[src/source/motor_bridge_pkg.sv]
// shared constants and frame layout tables, imported by every block of the motor bridge
package motor_bridge_pkg;

  localparam int NUM_MOTORS  = 6;
  localparam int MOTOR_IDX_W = 3;
  localparam int GROUP_W     = 8;
  localparam int ADDR_W      = 16;
  localparam int DATA_W      = 32;
  localparam int BYTE_W      = 8;
  localparam int BYTE_IDX_W  = 7;
  localparam int FIELD_LEN_W = 3;

  localparam logic [GROUP_W-1:0] GRP_KP    = 8'd0;
  localparam logic [GROUP_W-1:0] GRP_KI    = 8'd1;
  localparam logic [GROUP_W-1:0] GRP_KD    = 8'd2;
  localparam logic [GROUP_W-1:0] GRP_SP    = 8'd3;
  localparam logic [GROUP_W-1:0] GRP_MODE  = 8'd10;
  localparam logic [GROUP_W-1:0] GRP_COUNT = 8'd15;

  // three 2-byte gains, a 4-byte setpoint and a mode byte per motor
  localparam int RX_FRAME_BYTES = 11 * NUM_MOTORS;
  // reply adds a 2-byte update count per motor
  localparam int TX_FRAME_BYTES = RX_FRAME_BYTES + 2 * NUM_MOTORS;

  localparam int NUM_WRITES = 5 * NUM_MOTORS;
  localparam int NUM_READS  = 6 * NUM_MOTORS;
  localparam int ENTRY_W    = $clog2(NUM_READS);

  // entries run group by group, motor by motor; reads add the count group last
  function automatic logic [GROUP_W-1:0] entry_group(input logic [ENTRY_W-1:0] entry);
    case (int'(entry) / NUM_MOTORS)
      0:       return GRP_KP;
      1:       return GRP_KI;
      2:       return GRP_KD;
      3:       return GRP_SP;
      4:       return GRP_MODE;
      default: return GRP_COUNT;
    endcase
  endfunction

  function automatic logic [MOTOR_IDX_W-1:0] entry_motor(input logic [ENTRY_W-1:0] entry);
    return MOTOR_IDX_W'(int'(entry) % NUM_MOTORS);
  endfunction

  // field length in bytes
  function automatic logic [FIELD_LEN_W-1:0] field_width(input logic [GROUP_W-1:0] grp);
    case (grp)
      GRP_SP:   return 3'd4;
      GRP_MODE: return 3'd1;
      default:  return 3'd2;
    endcase
  endfunction

  // first byte of a field in the frame
  function automatic logic [BYTE_IDX_W-1:0] field_offset(input logic [GROUP_W-1:0] grp,
                                                         input logic [MOTOR_IDX_W-1:0] motor);
    int base;
    case (grp)
      GRP_KP:   base = 0;
      GRP_KI:   base = 2 * NUM_MOTORS;
      GRP_KD:   base = 4 * NUM_MOTORS;
      GRP_SP:   base = 6 * NUM_MOTORS;
      GRP_MODE: base = 10 * NUM_MOTORS;
      default:  base = RX_FRAME_BYTES;
    endcase
    return BYTE_IDX_W'(base + int'(field_width(grp)) * int'(motor));
  endfunction

endpackage
[src/source/motor_bridge_top.sv]
// motor parameter bridge top level, connects the SPI port, sequencer and motor channels
`timescale 1ns/10ps
module motor_bridge_top (
  input  logic wCLK24,
  input  logic rst_n_i,
  input  logic sck_i,
  input  logic ss_n_i,
  input  logic mosi_i,
  output logic miso_o,
  output logic busy_o
);
  import motor_bridge_pkg::*;

  // SPI side
  logic [BYTE_W-1:0]     rx_byte;
  logic                  rx_valid;
  logic                  frame_start;
  logic                  frame_end;
  logic [BYTE_W-1:0]     tx_byte;
  logic [BYTE_IDX_W-1:0] rx_rd_idx;
  logic [BYTE_W-1:0]     rx_rd_byte;
  logic                  tx_wr_en;
  logic [BYTE_IDX_W-1:0] tx_wr_idx;
  logic [BYTE_W-1:0]     tx_wr_byte;

  // internal bus
  logic [ADDR_W-1:0]     bus_addr;
  logic                  bus_write;
  logic                  bus_read;
  logic [DATA_W-1:0]     bus_wdata;
  logic [DATA_W-1:0]     bus_rdata;
  logic                  bus_wait;

  // channel side
  logic [NUM_MOTORS-1:0]              ch_sel;
  logic [GROUP_W-1:0]                 ch_grp;
  logic                               ch_we;
  logic [DATA_W-1:0]                  ch_wdata;
  logic [NUM_MOTORS-1:0]              ch_ack;
  logic [NUM_MOTORS-1:0][DATA_W-1:0]  ch_rdata;

  spi_byte_port i_spi (
    .wCLK24        (wCLK24),
    .rst_n_i       (rst_n_i),
    .sck_i         (sck_i),
    .ss_n_i        (ss_n_i),
    .mosi_i        (mosi_i),
    .miso_o        (miso_o),
    .tx_byte_i     (tx_byte),
    .rx_byte_o     (rx_byte),
    .rx_valid_o    (rx_valid),
    .frame_start_o (frame_start),
    .frame_end_o   (frame_end)
  );

  frame_buffer i_buf (
    .wCLK24        (wCLK24),
    .rst_n_i       (rst_n_i),
    .rx_byte_i     (rx_byte),
    .rx_valid_i    (rx_valid),
    .frame_start_i (frame_start),
    .rx_rd_idx_i   (rx_rd_idx),
    .rx_rd_byte_o  (rx_rd_byte),
    .tx_wr_en_i    (tx_wr_en),
    .tx_wr_idx_i   (tx_wr_idx),
    .tx_wr_byte_i  (tx_wr_byte),
    .tx_byte_o     (tx_byte)
  );

  param_sequencer i_seq (
    .wCLK24       (wCLK24),
    .rst_n_i      (rst_n_i),
    .frame_end_i  (frame_end),
    .rx_rd_idx_o  (rx_rd_idx),
    .rx_rd_byte_i (rx_rd_byte),
    .tx_wr_en_o   (tx_wr_en),
    .tx_wr_idx_o  (tx_wr_idx),
    .tx_wr_byte_o (tx_wr_byte),
    .bus_addr_o   (bus_addr),
    .bus_write_o  (bus_write),
    .bus_read_o   (bus_read),
    .bus_wdata_o  (bus_wdata),
    .bus_rdata_i  (bus_rdata),
    .bus_wait_i   (bus_wait),
    .busy_o       (busy_o)
  );

  bus_decoder i_dec (
    .wCLK24      (wCLK24),
    .rst_n_i     (rst_n_i),
    .bus_addr_i  (bus_addr),
    .bus_write_i (bus_write),
    .bus_read_i  (bus_read),
    .bus_wdata_i (bus_wdata),
    .sel_o       (ch_sel),
    .grp_o       (ch_grp),
    .we_o        (ch_we),
    .wdata_o     (ch_wdata)
  );

  for (genvar i = 0; i < NUM_MOTORS; i++) begin : g_ch
    motor_channel i_ch (
      .wCLK24  (wCLK24),
      .rst_n_i (rst_n_i),
      .sel_i   (ch_sel[i]),
      .grp_i   (ch_grp),
      .we_i    (ch_we),
      .wdata_i (ch_wdata),
      .ack_o   (ch_ack[i]),
      .rdata_o (ch_rdata[i])
    );
  end

  readback_mux i_mux (
    .wCLK24      (wCLK24),
    .rst_n_i     (rst_n_i),
    .bus_write_i (bus_write),
    .bus_read_i  (bus_read),
    .ack_i       (ch_ack),
    .rdata_i     (ch_rdata),
    .bus_rdata_o (bus_rdata),
    .bus_wait_o  (bus_wait)
  );

endmodule

[src/source/readback_mux.sv]
// holds the bus wait request until a channel acks, then registers that channel's read data
`timescale 1ns/10ps
module readback_mux (
  input  logic                                                         wCLK24,
  input  logic                                                         rst_n_i,
  input  logic                                                         bus_write_i,
  input  logic                                                         bus_read_i,
  input  logic [motor_bridge_pkg::NUM_MOTORS-1:0]                      ack_i,
  input  logic [motor_bridge_pkg::NUM_MOTORS-1:0][motor_bridge_pkg::DATA_W-1:0] rdata_i,
  output logic [motor_bridge_pkg::DATA_W-1:0]                          bus_rdata_o,
  output logic                                                         bus_wait_o
);
  import motor_bridge_pkg::*;

  logic [DATA_W-1:0] picked;

  // at most one channel acks at a time
  always_comb begin
    picked = '0;
    for (int i = 0; i < NUM_MOTORS; i++) begin
      if (ack_i[i]) begin
        picked = picked | rdata_i[i];
      end
    end
  end

  always_ff @(posedge wCLK24) begin
    if (!rst_n_i) begin
      bus_wait_o  <= 1'b0;
      bus_rdata_o <= '0;
    end else if (bus_write_i || bus_read_i) begin
      bus_wait_o <= 1'b1;
    end else if (|ack_i) begin
      bus_wait_o  <= 1'b0;
      bus_rdata_o <= picked;
    end
  end

endmodule

[src/source/motor_channel.sv]
// one motor's parameter register file with its write counter, answers a select one cycle later
`timescale 1ns/10ps
module motor_channel (
  input  logic                                 wCLK24,
  input  logic                                 rst_n_i,
  input  logic                                 sel_i,
  input  logic [motor_bridge_pkg::GROUP_W-1:0] grp_i,
  input  logic                                 we_i,
  input  logic [motor_bridge_pkg::DATA_W-1:0]  wdata_i,
  output logic                                 ack_o,
  output logic [motor_bridge_pkg::DATA_W-1:0]  rdata_o
);
  import motor_bridge_pkg::*;

  logic [15:0] kp;
  logic [15:0] ki;
  logic [15:0] kd;
  logic [31:0] setpoint;
  logic [7:0]  mode;
  logic [15:0] update_cnt;

  always_ff @(posedge wCLK24) begin
    if (!rst_n_i) begin
      kp         <= '0;
      ki         <= '0;
      kd         <= '0;
      setpoint   <= '0;
      mode       <= '0;
      update_cnt <= '0;
      ack_o      <= 1'b0;
      rdata_o    <= '0;
    end else begin
      ack_o <= sel_i;
      if (sel_i && we_i) begin
        case (grp_i)
          GRP_KP:   kp       <= wdata_i[15:0];
          GRP_KI:   ki       <= wdata_i[15:0];
          GRP_KD:   kd       <= wdata_i[15:0];
          GRP_SP:   setpoint <= wdata_i;
          GRP_MODE: mode     <= wdata_i[7:0];
          default:  ;
        endcase
        // counts every accepted write, wraps at 16 bits
        update_cnt <= update_cnt + 1'b1;
      end
      if (sel_i) begin
        case (grp_i)
          GRP_KP:    rdata_o <= DATA_W'(kp);
          GRP_KI:    rdata_o <= DATA_W'(ki);
          GRP_KD:    rdata_o <= DATA_W'(kd);
          GRP_SP:    rdata_o <= setpoint;
          GRP_MODE:  rdata_o <= DATA_W'(mode);
          GRP_COUNT: rdata_o <= DATA_W'(update_cnt);
          default:   rdata_o <= '0;
        endcase
      end
    end
  end

endmodule

[src/source/bus_decoder.sv]
// registers a bus request into a one-hot channel select, register group and write enable
`timescale 1ns/10ps
module bus_decoder (
  input  logic                                    wCLK24,
  input  logic                                    rst_n_i,
  input  logic [motor_bridge_pkg::ADDR_W-1:0]     bus_addr_i,
  input  logic                                    bus_write_i,
  input  logic                                    bus_read_i,
  input  logic [motor_bridge_pkg::DATA_W-1:0]     bus_wdata_i,
  output logic [motor_bridge_pkg::NUM_MOTORS-1:0] sel_o,
  output logic [motor_bridge_pkg::GROUP_W-1:0]    grp_o,
  output logic                                    we_o,
  output logic [motor_bridge_pkg::DATA_W-1:0]     wdata_o
);
  import motor_bridge_pkg::*;

  logic                         req;
  logic [ADDR_W-GROUP_W-1:0]    motor_field;

  assign req         = bus_write_i | bus_read_i;
  assign motor_field = bus_addr_i[ADDR_W-GROUP_W-1:0];

  always_ff @(posedge wCLK24) begin
    if (!rst_n_i) begin
      sel_o   <= '0;
      grp_o   <= '0;
      we_o    <= 1'b0;
      wdata_o <= '0;
    end else begin
      we_o <= bus_write_i;
      // unknown motor numbers fall through with no select
      for (int i = 0; i < NUM_MOTORS; i++) begin
        sel_o[i] <= req && (motor_field == (ADDR_W-GROUP_W)'(i));
      end
      if (req) begin
        grp_o   <= bus_addr_i[ADDR_W-1 -: GROUP_W];
        wdata_o <= bus_wdata_i;
      end
    end
  end

endmodule

[src/source/param_sequencer.sv]
// turns a received frame into register writes, then reads the registers back into the reply
`timescale 1ns/10ps
module param_sequencer (
  input  logic                                    wCLK24,
  input  logic                                    rst_n_i,
  input  logic                                    frame_end_i,
  output logic [motor_bridge_pkg::BYTE_IDX_W-1:0] rx_rd_idx_o,
  input  logic [motor_bridge_pkg::BYTE_W-1:0]     rx_rd_byte_i,
  output logic                                    tx_wr_en_o,
  output logic [motor_bridge_pkg::BYTE_IDX_W-1:0] tx_wr_idx_o,
  output logic [motor_bridge_pkg::BYTE_W-1:0]     tx_wr_byte_o,
  output logic [motor_bridge_pkg::ADDR_W-1:0]     bus_addr_o,
  output logic                                    bus_write_o,
  output logic                                    bus_read_o,
  output logic [motor_bridge_pkg::DATA_W-1:0]     bus_wdata_o,
  input  logic [motor_bridge_pkg::DATA_W-1:0]     bus_rdata_i,
  input  logic                                    bus_wait_i,
  output logic                                    busy_o
);
  import motor_bridge_pkg::*;

  typedef enum logic [2:0] {
    S_IDLE,
    S_GATHER,
    S_WR_WAIT,
    S_RD_REQ,
    S_RD_WAIT,
    S_UNPACK
  } state_t;

  state_t                   state;
  logic [ENTRY_W-1:0]       entry;
  logic [FIELD_LEN_W-2:0]   byte_cnt;
  logic [DATA_W-1:0]        data_q;
  logic [GROUP_W-1:0]       grp;
  logic [MOTOR_IDX_W-1:0]   motor;
  logic [FIELD_LEN_W-1:0]   field_len;
  logic [BYTE_IDX_W-1:0]    byte_idx;
  logic                     last_byte;

  // current field from the package tables
  assign grp       = entry_group(entry);
  assign motor     = entry_motor(entry);
  assign field_len = field_width(grp);
  assign byte_idx  = field_offset(grp, motor) + BYTE_IDX_W'(byte_cnt);
  assign last_byte = ({1'b0, byte_cnt} == field_len - 1'b1);

  assign rx_rd_idx_o  = byte_idx;
  assign tx_wr_idx_o  = byte_idx;
  assign tx_wr_en_o   = (state == S_UNPACK);
  assign tx_wr_byte_o = data_q[byte_cnt*BYTE_W +: BYTE_W];
  assign bus_addr_o   = {grp, (ADDR_W-GROUP_W)'(motor)};
  assign bus_wdata_o  = data_q;
  assign busy_o       = (state != S_IDLE);

  always_ff @(posedge wCLK24) begin
    if (!rst_n_i) begin
      state       <= S_IDLE;
      entry       <= '0;
      byte_cnt    <= '0;
      data_q      <= '0;
      bus_write_o <= 1'b0;
      bus_read_o  <= 1'b0;
    end else begin
      case (state)
        S_IDLE: begin
          if (frame_end_i) begin
            entry    <= '0;
            byte_cnt <= '0;
            data_q   <= '0;
            state    <= S_GATHER;
          end
        end
        // little-endian, one received byte per cycle
        S_GATHER: begin
          data_q[byte_cnt*BYTE_W +: BYTE_W] <= rx_rd_byte_i;
          if (last_byte) begin
            byte_cnt    <= '0;
            bus_write_o <= 1'b1;
            state       <= S_WR_WAIT;
          end else begin
            byte_cnt <= byte_cnt + 1'b1;
          end
        end
        // wait is still low in the request cycle itself
        S_WR_WAIT: begin
          bus_write_o <= 1'b0;
          if (!bus_write_o && !bus_wait_i) begin
            data_q <= '0;
            if (entry == ENTRY_W'(NUM_WRITES - 1)) begin
              entry <= '0;
              state <= S_RD_REQ;
            end else begin
              entry <= entry + 1'b1;
              state <= S_GATHER;
            end
          end
        end
        S_RD_REQ: begin
          bus_read_o <= 1'b1;
          state      <= S_RD_WAIT;
        end
        S_RD_WAIT: begin
          bus_read_o <= 1'b0;
          if (!bus_read_o && !bus_wait_i) begin
            data_q <= bus_rdata_i;
            state  <= S_UNPACK;
          end
        end
        S_UNPACK: begin
          if (last_byte) begin
            byte_cnt <= '0;
            if (entry == ENTRY_W'(NUM_READS - 1)) begin
              state <= S_IDLE;
            end else begin
              entry <= entry + 1'b1;
              state <= S_RD_REQ;
            end
          end else begin
            byte_cnt <= byte_cnt + 1'b1;
          end
        end
        default: state <= S_IDLE;
      endcase
    end
  end

endmodule

[src/source/frame_buffer.sv]
// byte stores for the received frame and the reply frame, indexed by the SPI byte count
`timescale 1ns/10ps
module frame_buffer (
  input  logic                                    wCLK24,
  input  logic                                    rst_n_i,
  input  logic [motor_bridge_pkg::BYTE_W-1:0]     rx_byte_i,
  input  logic                                    rx_valid_i,
  input  logic                                    frame_start_i,
  input  logic [motor_bridge_pkg::BYTE_IDX_W-1:0] rx_rd_idx_i,
  output logic [motor_bridge_pkg::BYTE_W-1:0]     rx_rd_byte_o,
  input  logic                                    tx_wr_en_i,
  input  logic [motor_bridge_pkg::BYTE_IDX_W-1:0] tx_wr_idx_i,
  input  logic [motor_bridge_pkg::BYTE_W-1:0]     tx_wr_byte_i,
  output logic [motor_bridge_pkg::BYTE_W-1:0]     tx_byte_o
);
  import motor_bridge_pkg::*;

  logic [BYTE_IDX_W-1:0] idx;
  logic [BYTE_W-1:0]     rx_mem [RX_FRAME_BYTES];
  logic [BYTE_W-1:0]     tx_mem [TX_FRAME_BYTES];

  assign rx_rd_byte_o = (rx_rd_idx_i < BYTE_IDX_W'(RX_FRAME_BYTES)) ? rx_mem[rx_rd_idx_i] : '0;
  // past the reply the master clocks out zeros
  assign tx_byte_o    = (idx < BYTE_IDX_W'(TX_FRAME_BYTES)) ? tx_mem[idx] : '0;

  always_ff @(posedge wCLK24) begin
    if (!rst_n_i) begin
      idx <= '0;
      for (int i = 0; i < RX_FRAME_BYTES; i++) begin
        rx_mem[i] <= '0;
      end
      for (int i = 0; i < TX_FRAME_BYTES; i++) begin
        tx_mem[i] <= '0;
      end
    end else begin
      if (frame_start_i) begin
        idx <= '0;
      end else if (rx_valid_i) begin
        if (idx < BYTE_IDX_W'(RX_FRAME_BYTES)) begin
          rx_mem[idx] <= rx_byte_i;
        end
        // saturate so very long frames never wrap back onto the store
        if (idx != '1) begin
          idx <= idx + 1'b1;
        end
      end
      if (tx_wr_en_i && tx_wr_idx_i < BYTE_IDX_W'(TX_FRAME_BYTES)) begin
        tx_mem[tx_wr_idx_i] <= tx_wr_byte_i;
      end
    end
  end

endmodule

[src/source/spi_byte_port.sv]
// SPI mode 0 slave on wCLK24, hands whole received bytes on and shifts reply bytes out
`timescale 1ns/10ps
module spi_byte_port (
  input  logic                                wCLK24,
  input  logic                                rst_n_i,
  input  logic                                sck_i,
  input  logic                                ss_n_i,
  input  logic                                mosi_i,
  output logic                                miso_o,
  input  logic [motor_bridge_pkg::BYTE_W-1:0] tx_byte_i,
  output logic [motor_bridge_pkg::BYTE_W-1:0] rx_byte_o,
  output logic                                rx_valid_o,
  output logic                                frame_start_o,
  output logic                                frame_end_o
);
  import motor_bridge_pkg::*;

  // synchroniser bits: 2 sck, 1 ss_n, 0 mosi
  logic [2:0]                  sync_q1;
  logic [2:0]                  sync_q2;
  logic                        sck_prev;
  logic                        ss_n_prev;
  logic [$clog2(BYTE_W)-1:0]   bit_cnt;
  logic [BYTE_W-1:0]           rx_shift;
  logic [BYTE_W-1:0]           tx_shift;
  logic                        load_q;
  logic                        sck_rise;
  logic                        sck_fall;
  logic                        active;

  assign sck_rise = sync_q2[2] & ~sck_prev;
  assign sck_fall = ~sync_q2[2] & sck_prev;
  assign active   = ~sync_q2[1];
  assign miso_o   = tx_shift[BYTE_W-1];

  always_ff @(posedge wCLK24) begin
    if (!rst_n_i) begin
      // ss_n idles high, so no frame edge right out of reset
      sync_q1       <= 3'b010;
      sync_q2       <= 3'b010;
      sck_prev      <= 1'b0;
      ss_n_prev     <= 1'b1;
      frame_start_o <= 1'b0;
      frame_end_o   <= 1'b0;
      rx_valid_o    <= 1'b0;
      rx_byte_o     <= '0;
      load_q        <= 1'b0;
      bit_cnt       <= '0;
      rx_shift      <= '0;
      tx_shift      <= '0;
    end else begin
      sync_q1       <= {sck_i, ss_n_i, mosi_i};
      sync_q2       <= sync_q1;
      sck_prev      <= sync_q2[2];
      ss_n_prev     <= sync_q2[1];
      frame_start_o <= ss_n_prev & ~sync_q2[1];
      frame_end_o   <= ~ss_n_prev & sync_q2[1];
      rx_valid_o    <= 1'b0;
      // the buffer index moves one cycle after these, then the reply byte is ready
      load_q        <= frame_start_o | rx_valid_o;

      if (frame_start_o) begin
        bit_cnt <= '0;
      end else if (active && sck_rise) begin
        rx_shift <= {rx_shift[BYTE_W-2:0], sync_q2[0]};
        bit_cnt  <= bit_cnt + 1'b1;
        if (bit_cnt == '1) begin
          rx_valid_o <= 1'b1;
          rx_byte_o  <= {rx_shift[BYTE_W-2:0], sync_q2[0]};
        end
      end

      // no shift on the falling edge after a full byte, the next byte is loaded instead
      if (load_q) begin
        tx_shift <= tx_byte_i;
      end else if (active && sck_fall && bit_cnt != '0) begin
        tx_shift <= {tx_shift[BYTE_W-2:0], 1'b0};
      end
    end
  end

endmodule

[config.mk]
export PLATFORM = sky130hd
export DESIGN_NAME = motor_bridge_top
export DESIGN_NICKNAME = d
export VERILOG_FILES = /design/src/source/motor_bridge_pkg.sv /design/src/source/motor_bridge_top.sv /design/src/source/readback_mux.sv /design/src/source/motor_channel.sv /design/src/source/bus_decoder.sv /design/src/source/param_sequencer.sv /design/src/source/frame_buffer.sv /design/src/source/spi_byte_port.sv
export SDC_FILE = /design/constraint.sdc
export NUM_CORES = 2
export LEC_CHECK = 0
export BUFFER_PORTS_ARGS = -buffer_cell sky130_fd_sc_hd__buf_2
export CAP_MARGIN = 0
export CORE_ASPECT_RATIO = 0.9
export CORE_UTILIZATION = 30
export CTS_BUF_LIST = sky130_fd_sc_hd__clkbuf_4
export DETAILED_ROUTE_END_ITERATION = 7
export GPL_TIMING_DRIVEN = 0
export MAX_ROUTING_LAYER = met4
export PLACE_DENSITY = 0.4
export SETUP_SLACK_MARGIN = 0.5
export SLEW_MARGIN = 20
export SYNTH_ARGS = -nofsm -noshare
export SYNTH_HDL_FRONTEND = slang
export SYNTH_HIERARCHICAL = 1
export SYNTH_SLANG_ARGS = --single-unit
[constraint.sdc]
create_clock -name wCLK24 -period 13.2 [get_ports wCLK24]
set_input_delay 2.64 -clock wCLK24 [delete_from_list [all_inputs] [get_ports wCLK24]]
set_output_delay 2.64 -clock wCLK24 [all_outputs]
set_load 0.1 [all_outputs]
After elaboration in Yosys (flattened, before gate mapping)
Memories as Yosys holds them, arrays and structs flattened. A register that Yosys moved wholly into a read port is not among the register bits. Index checks and enable logic that the tools add are counted.

Output and inout bits: 2. Bits in writable memories: 1152. Bits in registers: 992. Memories kept: 2. Logic and storage cells: 297. Input bits: 5. Memory bits (read-only): 0. Bits in latches: 0.

Memories: i_buf.tx_mem (depth 78, width 8, rd ports 1, clocked after Yosys merged registers in 1, wr ports 78, RTL line frame_buffer.sv:20) `logic [BYTE_W-1:0] tx_mem [TX_FRAME_BYTES];`; i_buf.rx_mem (depth 66, width 8, rd ports 1, clocked after Yosys merged registers in 0, wr ports 66, RTL line frame_buffer.sv:19) `logic [BYTE_W-1:0] rx_mem [RX_FRAME_BYTES];`.

Eq/ne operators: 34. $mul: 1. Bitwise gates (word level): 19. $add $sub $neg: 14. Shift-type cells: 3. Divide/modulo/power cells: 2. Reductions and logical operators: 81. $lt $le $gt $ge: 4. Mux-type cells: 64.

Operator list (number): one-hot mux 32 bit (6 select lines) (6); two-way mux 32 bit (9); OR 32 bit (5); one-hot mux 32 bit (4 select lines) (1); adder 16 x 1 -> 16 bit (second input constant) (6); AND reduction 2 bit (35); equality test 32 x 2 -> 1 bit (second input constant) (2); two-way mux 8 bit (6); one-hot mux 7 bit (5 select lines) (1); negation 5 -> 34 bit (1); variable shift 8 x 34 -> 32 bit (first input constant) (1); variable part select 8 x 34 -> 32 bit (1); bitwise mux 32 bit (1); divider 7 x 4 -> 32 bit (second input constant) (1); equality test 32 x 1 -> 1 bit (second input constant) (1); equality test 32 x 3 -> 1 bit (second input constant) (1); zero test 32 bit (1); remainder unit 7 x 4 -> 32 bit (second input constant) (1); variable part select 32 x 6 -> 8 bit (1); two-way mux 6 bit (5); < comparator 7 bit (second input constant) (4); two-way mux 7 bit (4); zero test 8 bit (3); one-hot mux 4 bit (5 select lines) (1); other kinds (48) (124).

Longest topological paths before layout
Depth in word-level cells: 15. Depth in mapped cells: 29. Depth with buffers taken out: 27.

By module
Netlist, hierarchy kept.

By module, submodules not included: frame_buffer (area each 68620.8 um^2, times used 1, cells each 4317, seq. area each 47365.4 um^2); motor_channel (area each 5597.9 um^2, times used 6, cells each 603, seq. area each 2742.6 um^2); param_sequencer (area each 3973.8 um^2, times used 1, cells each 482, seq. area each 900.9 um^2); readback_mux (area each 2541.2 um^2, times used 1, cells each 306, seq. area each 660.6 um^2); bus_decoder (area each 2040.7 um^2, times used 1, cells each 206, seq. area each 940.9 um^2); spi_byte_port (area each 1542.7 um^2, times used 1, cells each 151, seq. area each 760.7 um^2).

Worst setup path after synthesis
No wires, ideal clock.

Path type: flip-flop to flip-flop. Start: register i_seq.entry[4]. End: register i_seq.data_q[0] (netlist: i_seq/bus_wdata_o[0]). Buffers on the path: 2. Data required time: 13.141 ns. Setup time: 0.059 ns. Setup slack: 6.720 ns. Cell stages (with the launch flop): 30. Clock period less this slack: 6.480 ns. Arrival time: 6.421 ns. Cells stage by stage: dfxtp_1 -> buf_2 -> clkbuf_1 -> ha_1 -> nor4bb_1 -> o21ai_0 -> a21o_1 -> and2_1 -> mux2_2 -> inv_1 -> nand2_1 -> fa_1 -> inv_1 -> ha_1 -> inv_1 -> fa_1 -> inv_1 -> ha_1 -> ha_1 -> a21oi_1 -> o21bai_1 -> a21oi_1 -> xnor2_1 -> or4b_2 -> nor3_1 -> a21oi_1 -> o22ai_1 -> a21oi_1 -> o211ai_1 -> o211a_1.

Elaborated cells on any way between the ends: 24. Classes of those cells: add/sub: 2; mul: 1; div: 2; order compare: 1; eq/ne: 8; shift: 1; mux: 6; reduce/logical: 2; memory: 1.

RTL lines: start: declaration (RTL line param_sequencer.sv:32) `logic [ENTRY_W-1:0] entry;`; start signal: assignment (RTL line param_sequencer.sv:94) `entry <= entry + 1'b1;`; start signal: assignment (RTL line param_sequencer.sv:116) `entry <= entry + 1'b1;`; remainder unit 7 x 4 -> 32 bit (*) (RTL line motor_bridge_pkg.sv:42) `return MOTOR_IDX_W'(int'(entry) % NUM_MOTORS);`; via bus_addr[2] (RTL line motor_bridge_top.sv:27) `logic [ADDR_W-1:0] bus_addr;`; multiplier 3 x 3 -> 6 bit (*) (RTL line motor_bridge_pkg.sv:66) `return BYTE_IDX_W'(base + int'(field_width(grp)) * int'(motor));`; adder 7 bit (*) (RTL line motor_bridge_pkg.sv:66); adder 7 x 2 -> 7 bit (*) (RTL line param_sequencer.sv:45) `assign byte_idx = field_offset(grp, motor) + BYTE_IDX_W'(byte_cnt);`; via rx_rd_idx[6] (RTL line motor_bridge_top.sv:20) `logic [BYTE_IDX_W-1:0] rx_rd_idx;`; memory (66 x 8 bit) or < comparator 7 bit (tied branches); two-way mux 8 bit (*) (RTL line frame_buffer.sv:22) `assign rx_rd_byte_o = (rx_rd_idx_i < BYTE_IDX_W'(RX_FRAME_BYTES)) ? rx_mem[rx_rd_idx_i] : '0;`; via rx_rd_byte[0] (RTL line motor_bridge_top.sv:21) `logic [BYTE_W-1:0] rx_rd_byte;`; variable part select 8 x 34 -> 32 bit (*) (RTL line param_sequencer.sv:76) `data_q[byte_cnt*BYTE_W +: BYTE_W] <= rx_rd_byte_i;`; bitwise mux 32 bit (*) (RTL line param_sequencer.sv:76); one-hot mux 32 bit (4 select lines) (*) (RTL line param_sequencer.sv:65) `case (state)`; end signal: indexed assignment (RTL line param_sequencer.sv:76); end signal: assignment (RTL line param_sequencer.sv:106) `data_q <= bus_rdata_i;`; end: declaration (RTL line param_sequencer.sv:34) `logic [DATA_W-1:0] data_q;`.

The timed path passes the listed nets; every way through them passes the cells marked *. A chain may end at the register's enable or synchronous reset.

Worst setup path after layout
Start: register i_seq.entry[4]. End: register i_seq.data_q[13] (netlist: i_seq/bus_wdata_o[13]).

Same word-level chain as after synthesis.

==> impl_metrics.env <==
export IMPL_status="finished, final reports clean"
export IMPL_cts_root_buf="clkbuf_4"
export IMPL_synth_edff_count=1568
export IMPL_power_density_nw_per_um2=156
export IMPL_die_w_um=647
export IMPL_drive_gt1_frac=0.190
export IMPL_clk_pin_slew_worst_paths_ns=0.06
export IMPL_core_area_um2=372000
export IMPL_drtIter0Drc=7502
export IMPL_initial_core_util=0.302
export IMPL_gp_congestion=0.901
export IMPL_grt_pass1_vias=80520
export IMPL_vdd_drop_max_mv=0.109
export IMPL_route_detailed_drc=0
export IMPL_cts_htree_levels=6
export IMPL_maxCapViolCount=0
export IMPL_drv_slew=0
export IMPL_syn_area_per_cell_um2=12.4
export IMPL_start_kind="flip-flop"
export IMPL_vias=80815
export IMPL_wl_um=414000
export IMPL_place_hpwl_um=292000
export IMPL_cts_hold_buf=0
export IMPL_fin_setup_tns_ns=0
export IMPL_yosysMostFrequentCell="edfxtp_1"
export IMPL_crit_path_end_kind="flip-flop"
export IMPL_post_route_util=0.351
export IMPL_dr_pass1_iters=7
export IMPL_synth_ff_type="edfxtp_1"
export IMPL_min_period_ns=8.71
export IMPL_worst_r2r_path_depth=26
export IMPL_netlist_instances=9080
export IMPL_cts_tree="done"
export IMPL_path_max_fanout=10
export IMPL_slew_limit_headroom=0.149
export IMPL_grt_antenna_before_repair=34
export IMPL_cp_arrival_ns=10.16
export IMPL_clk_insertion_delay_late_ns=1.58
export IMPL_worst_slew_pin_slew_ns=1.27
export IMPL_io_pins=7
export IMPL_synth_seq_cells=2567
export IMPL_cp_required_ns=14.65
export IMPL_ys_top_cells_by_count="edfxtp_1 (1568), dfxtp_1 (999), and2_1 (760)"
export IMPL_nNetsFinal=10338
export IMPL_hp_class="reg2reg"
export IMPL_async_flop_share=0
export IMPL_grt_pass1_wl_um=585000
export IMPL_syn2layout_area_growth_pct=16.1
export IMPL_path_class="reg2reg"
export IMPL_yosysUniqueCellTypes=91
export IMPL_finalPower_mw=20.4
export IMPL_skew_ns=0.218
export IMPL_grt_setup_unrepaired="false"
export IMPL_max_freq_ghz=0.115
export IMPL_num_rows=212
export IMPL_period_share=0.660
export IMPL_grt_max_degree=57
export IMPL_die_h_um=582
export IMPL_cts_resized=0
export IMPL_synth_top_cell_area_share=0.419
export IMPL_ys_seq_area_frac=0.597
export IMPL_grt_ovfl_total=0
export IMPL_routedWlPerCell_um=26.2
export IMPL_detail_route_antenna_nets=0
export IMPL_clock_path_buffers=4
export IMPL_cts_sinks=2567
export IMPL_timing_hold_violations_final=0
export IMPL_ys_top_cells_by_area="edfxtp_1 (42%), dfxtp_1 (18%), mux4_2 (9.6%)"
export IMPL_synth_area_leader_cell="edfxtp_1"
export IMPL_die_area_um2=377000
export IMPL_post_cts_buffers=0
export IMPL_hold_depth=2
export IMPL_power_leakage_nw=44.8
export IMPL_viasPerCell=5.12
export IMPL_numCtsBuffers=720
export IMPL_syn_cell_area_um2=112000
export IMPL_portBuffers=6
export IMPL_synth_warnings=6
export IMPL_finalSetupViolCount=0
export IMPL_grt_usage=0.221
[critical path, stage by stage, from the launching register on]
cell and delay, ns:
dfxtp_1 0.51, buf_2 0.29, clkbuf_1 0.12, ha_1 0.26, nor4bb_1 0.26, o21ai_0 0.17, a211oi_1 0.31, nor3_2 0.12
xnor2_1 0.53, nand3_1 0.20, fa_1 0.48, inv_1 0.07, ha_1 0.16, inv_1 0.06, fa_1 0.49, inv_1 0.05
ha_1 0.28, ha_1 0.33, xor2_1 0.37, clkbuf_1 0.63, clkbuf_1 0.79, mux4_2 0.49, mux2i_1 0.46, o211ai_1 0.40
a21oi_1 0.45, o211ai_1 0.13, o211a_1 0.15
[final cells by class]
class / instances / area, µm²
sequential: 2567 / 67100
inverter: 35 / 131
antenna: 25 / 62.6
multi-input combinational: 6155 / 43500
fill: 37160 / 241000
clock buffer: 1080 / 8110
buffer: 746 / 3320
timing repair buffer: 69 / 900
clock inverter: 193 / 1170
tap: 4922 / 6160
[state kept, by name, indices dropped and copies added (netlist names), 32 cells and up, named ones only]
| name | flops |
|---|---|
| i_seq/bus_wdata_o | 32 |
| g_ch.i_ch/rdata_o | 192 |
| g_ch.i_ch/kp | 96 |
| g_ch.i_ch/update_cnt | 96 |
| g_ch.i_ch/setpoint | 192 |
| i_buf/tx_mem | 1024 |
| g_ch.i_ch/ki | 96 |
| i_dec/wdata_o | 32 |
| i_buf/rx_mem | 544 |
| g_ch.i_ch/kd | 96 |
| g_ch.i_ch/mode | 48 |
| i_mux/bus_rdata_o | 32 |
[final timing paths]
| path | from | to | slack, ns |
|---|---|---|---|
| setup / recovery | i_seq/entry[4]$_SDFFE_PN0P_ | i_seq/bus_wdata_o[13]$_SDFFE_PN0P_ | 4.49 |
| hold / removal | g_ch[4].i_ch/setpoint[29]$_SDFFE_PN0P_ | g_ch[4].i_ch/rdata_o[29]$_SDFFE_PN0P_ | 0.38 |
| setup reg to reg | i_seq/entry[4]$_SDFFE_PN0P_ | i_seq/bus_wdata_o[13]$_SDFFE_PN0P_ | 4.49 |
| hold reg to reg | g_ch[4].i_ch/setpoint[29]$_SDFFE_PN0P_ | g_ch[4].i_ch/rdata_o[29]$_SDFFE_PN0P_ | 0.38 |
[cell usage in the layout, fill, tap and decap left out, drive strengths merged, types with 53 or more instances in the layout]
| cell | synthesis | layout |
|---|---|---|
| nor3 | 54 | 54 |
| nor2 | 625 | 625 |
| clkinv | 0 | 154 |
| and2 | 760 | 760 |
| nand3 | 596 | 596 |
| nand2b | 57 | 57 |
| edfxtp | 1568 | 1568 |
| and3 | 86 | 86 |
| mux2i | 251 | 251 |
| dfxtp | 999 | 999 |
| mux4 | 480 | 480 |
| nor2b | 329 | 329 |
| nand4 | 59 | 59 |
| inv | 35 | 53 |
| a21oi | 298 | 298 |
| buf | 291 | 358 |
| clkbuf | 455 | 1537 |
| a22oi | 208 | 208 |
| nand2 | 584 | 584 |
| o21ai | 708 | 708 |
| conb | 2 | 425 |
[logic make-up (layout without fill, tap and decap cells)]
family	Yosys count	count (layout)	share of synthesized area
xor+xnor	75	75	0.00592
simple gates	3331	3331	0.159
mux	735	735	0.119
buf+inv	781	2123	0.0305
other cells	2	450	0.0000669
flops	2567	2567	0.597
compound gates	1550	1550	0.0839
fa+ha+maj	39	39	0.00461
[where the power goes]
part | switching [mW] | internal (mW)
logic | 2.25 | 0.995
registers | 0.277 | 9.35
clock network | 3.57 | 3.94
total | 6.10 | 14.3
[stage by stage]
stage	hold slack (ns)	setup WS [ns]	instances	area, µm²
after floorplan	0.386	6.72	9503	114000
final	0.379	4.49	15792	130000
after global placement	0.395	4.13	14431	120000
after detailed placement	0.398	4.49	14493	121000
after global routing	0.435	4.01	15781	130000
after CTS	0.402	4.48	15766	130000
[routing by layer]
| metal | wire [µm] | track usage | up-vias | share of wire |
|---|---|---|---|---|
| met5 | 0 | - | - | 0 |
| met4 | 11100 | 0.0636 | 0 | 0.027 |
| met3 | 26200 | 0.0371 | 644 | 0.063 |
| met2 | 185000 | 0.331 | 2760 | 0.45 |
| met1 | 192000 | 0.308 | 41251 | 0.46 |
| li1 | - | - | 36160 | - |
(Power assumes the default switching activity.)
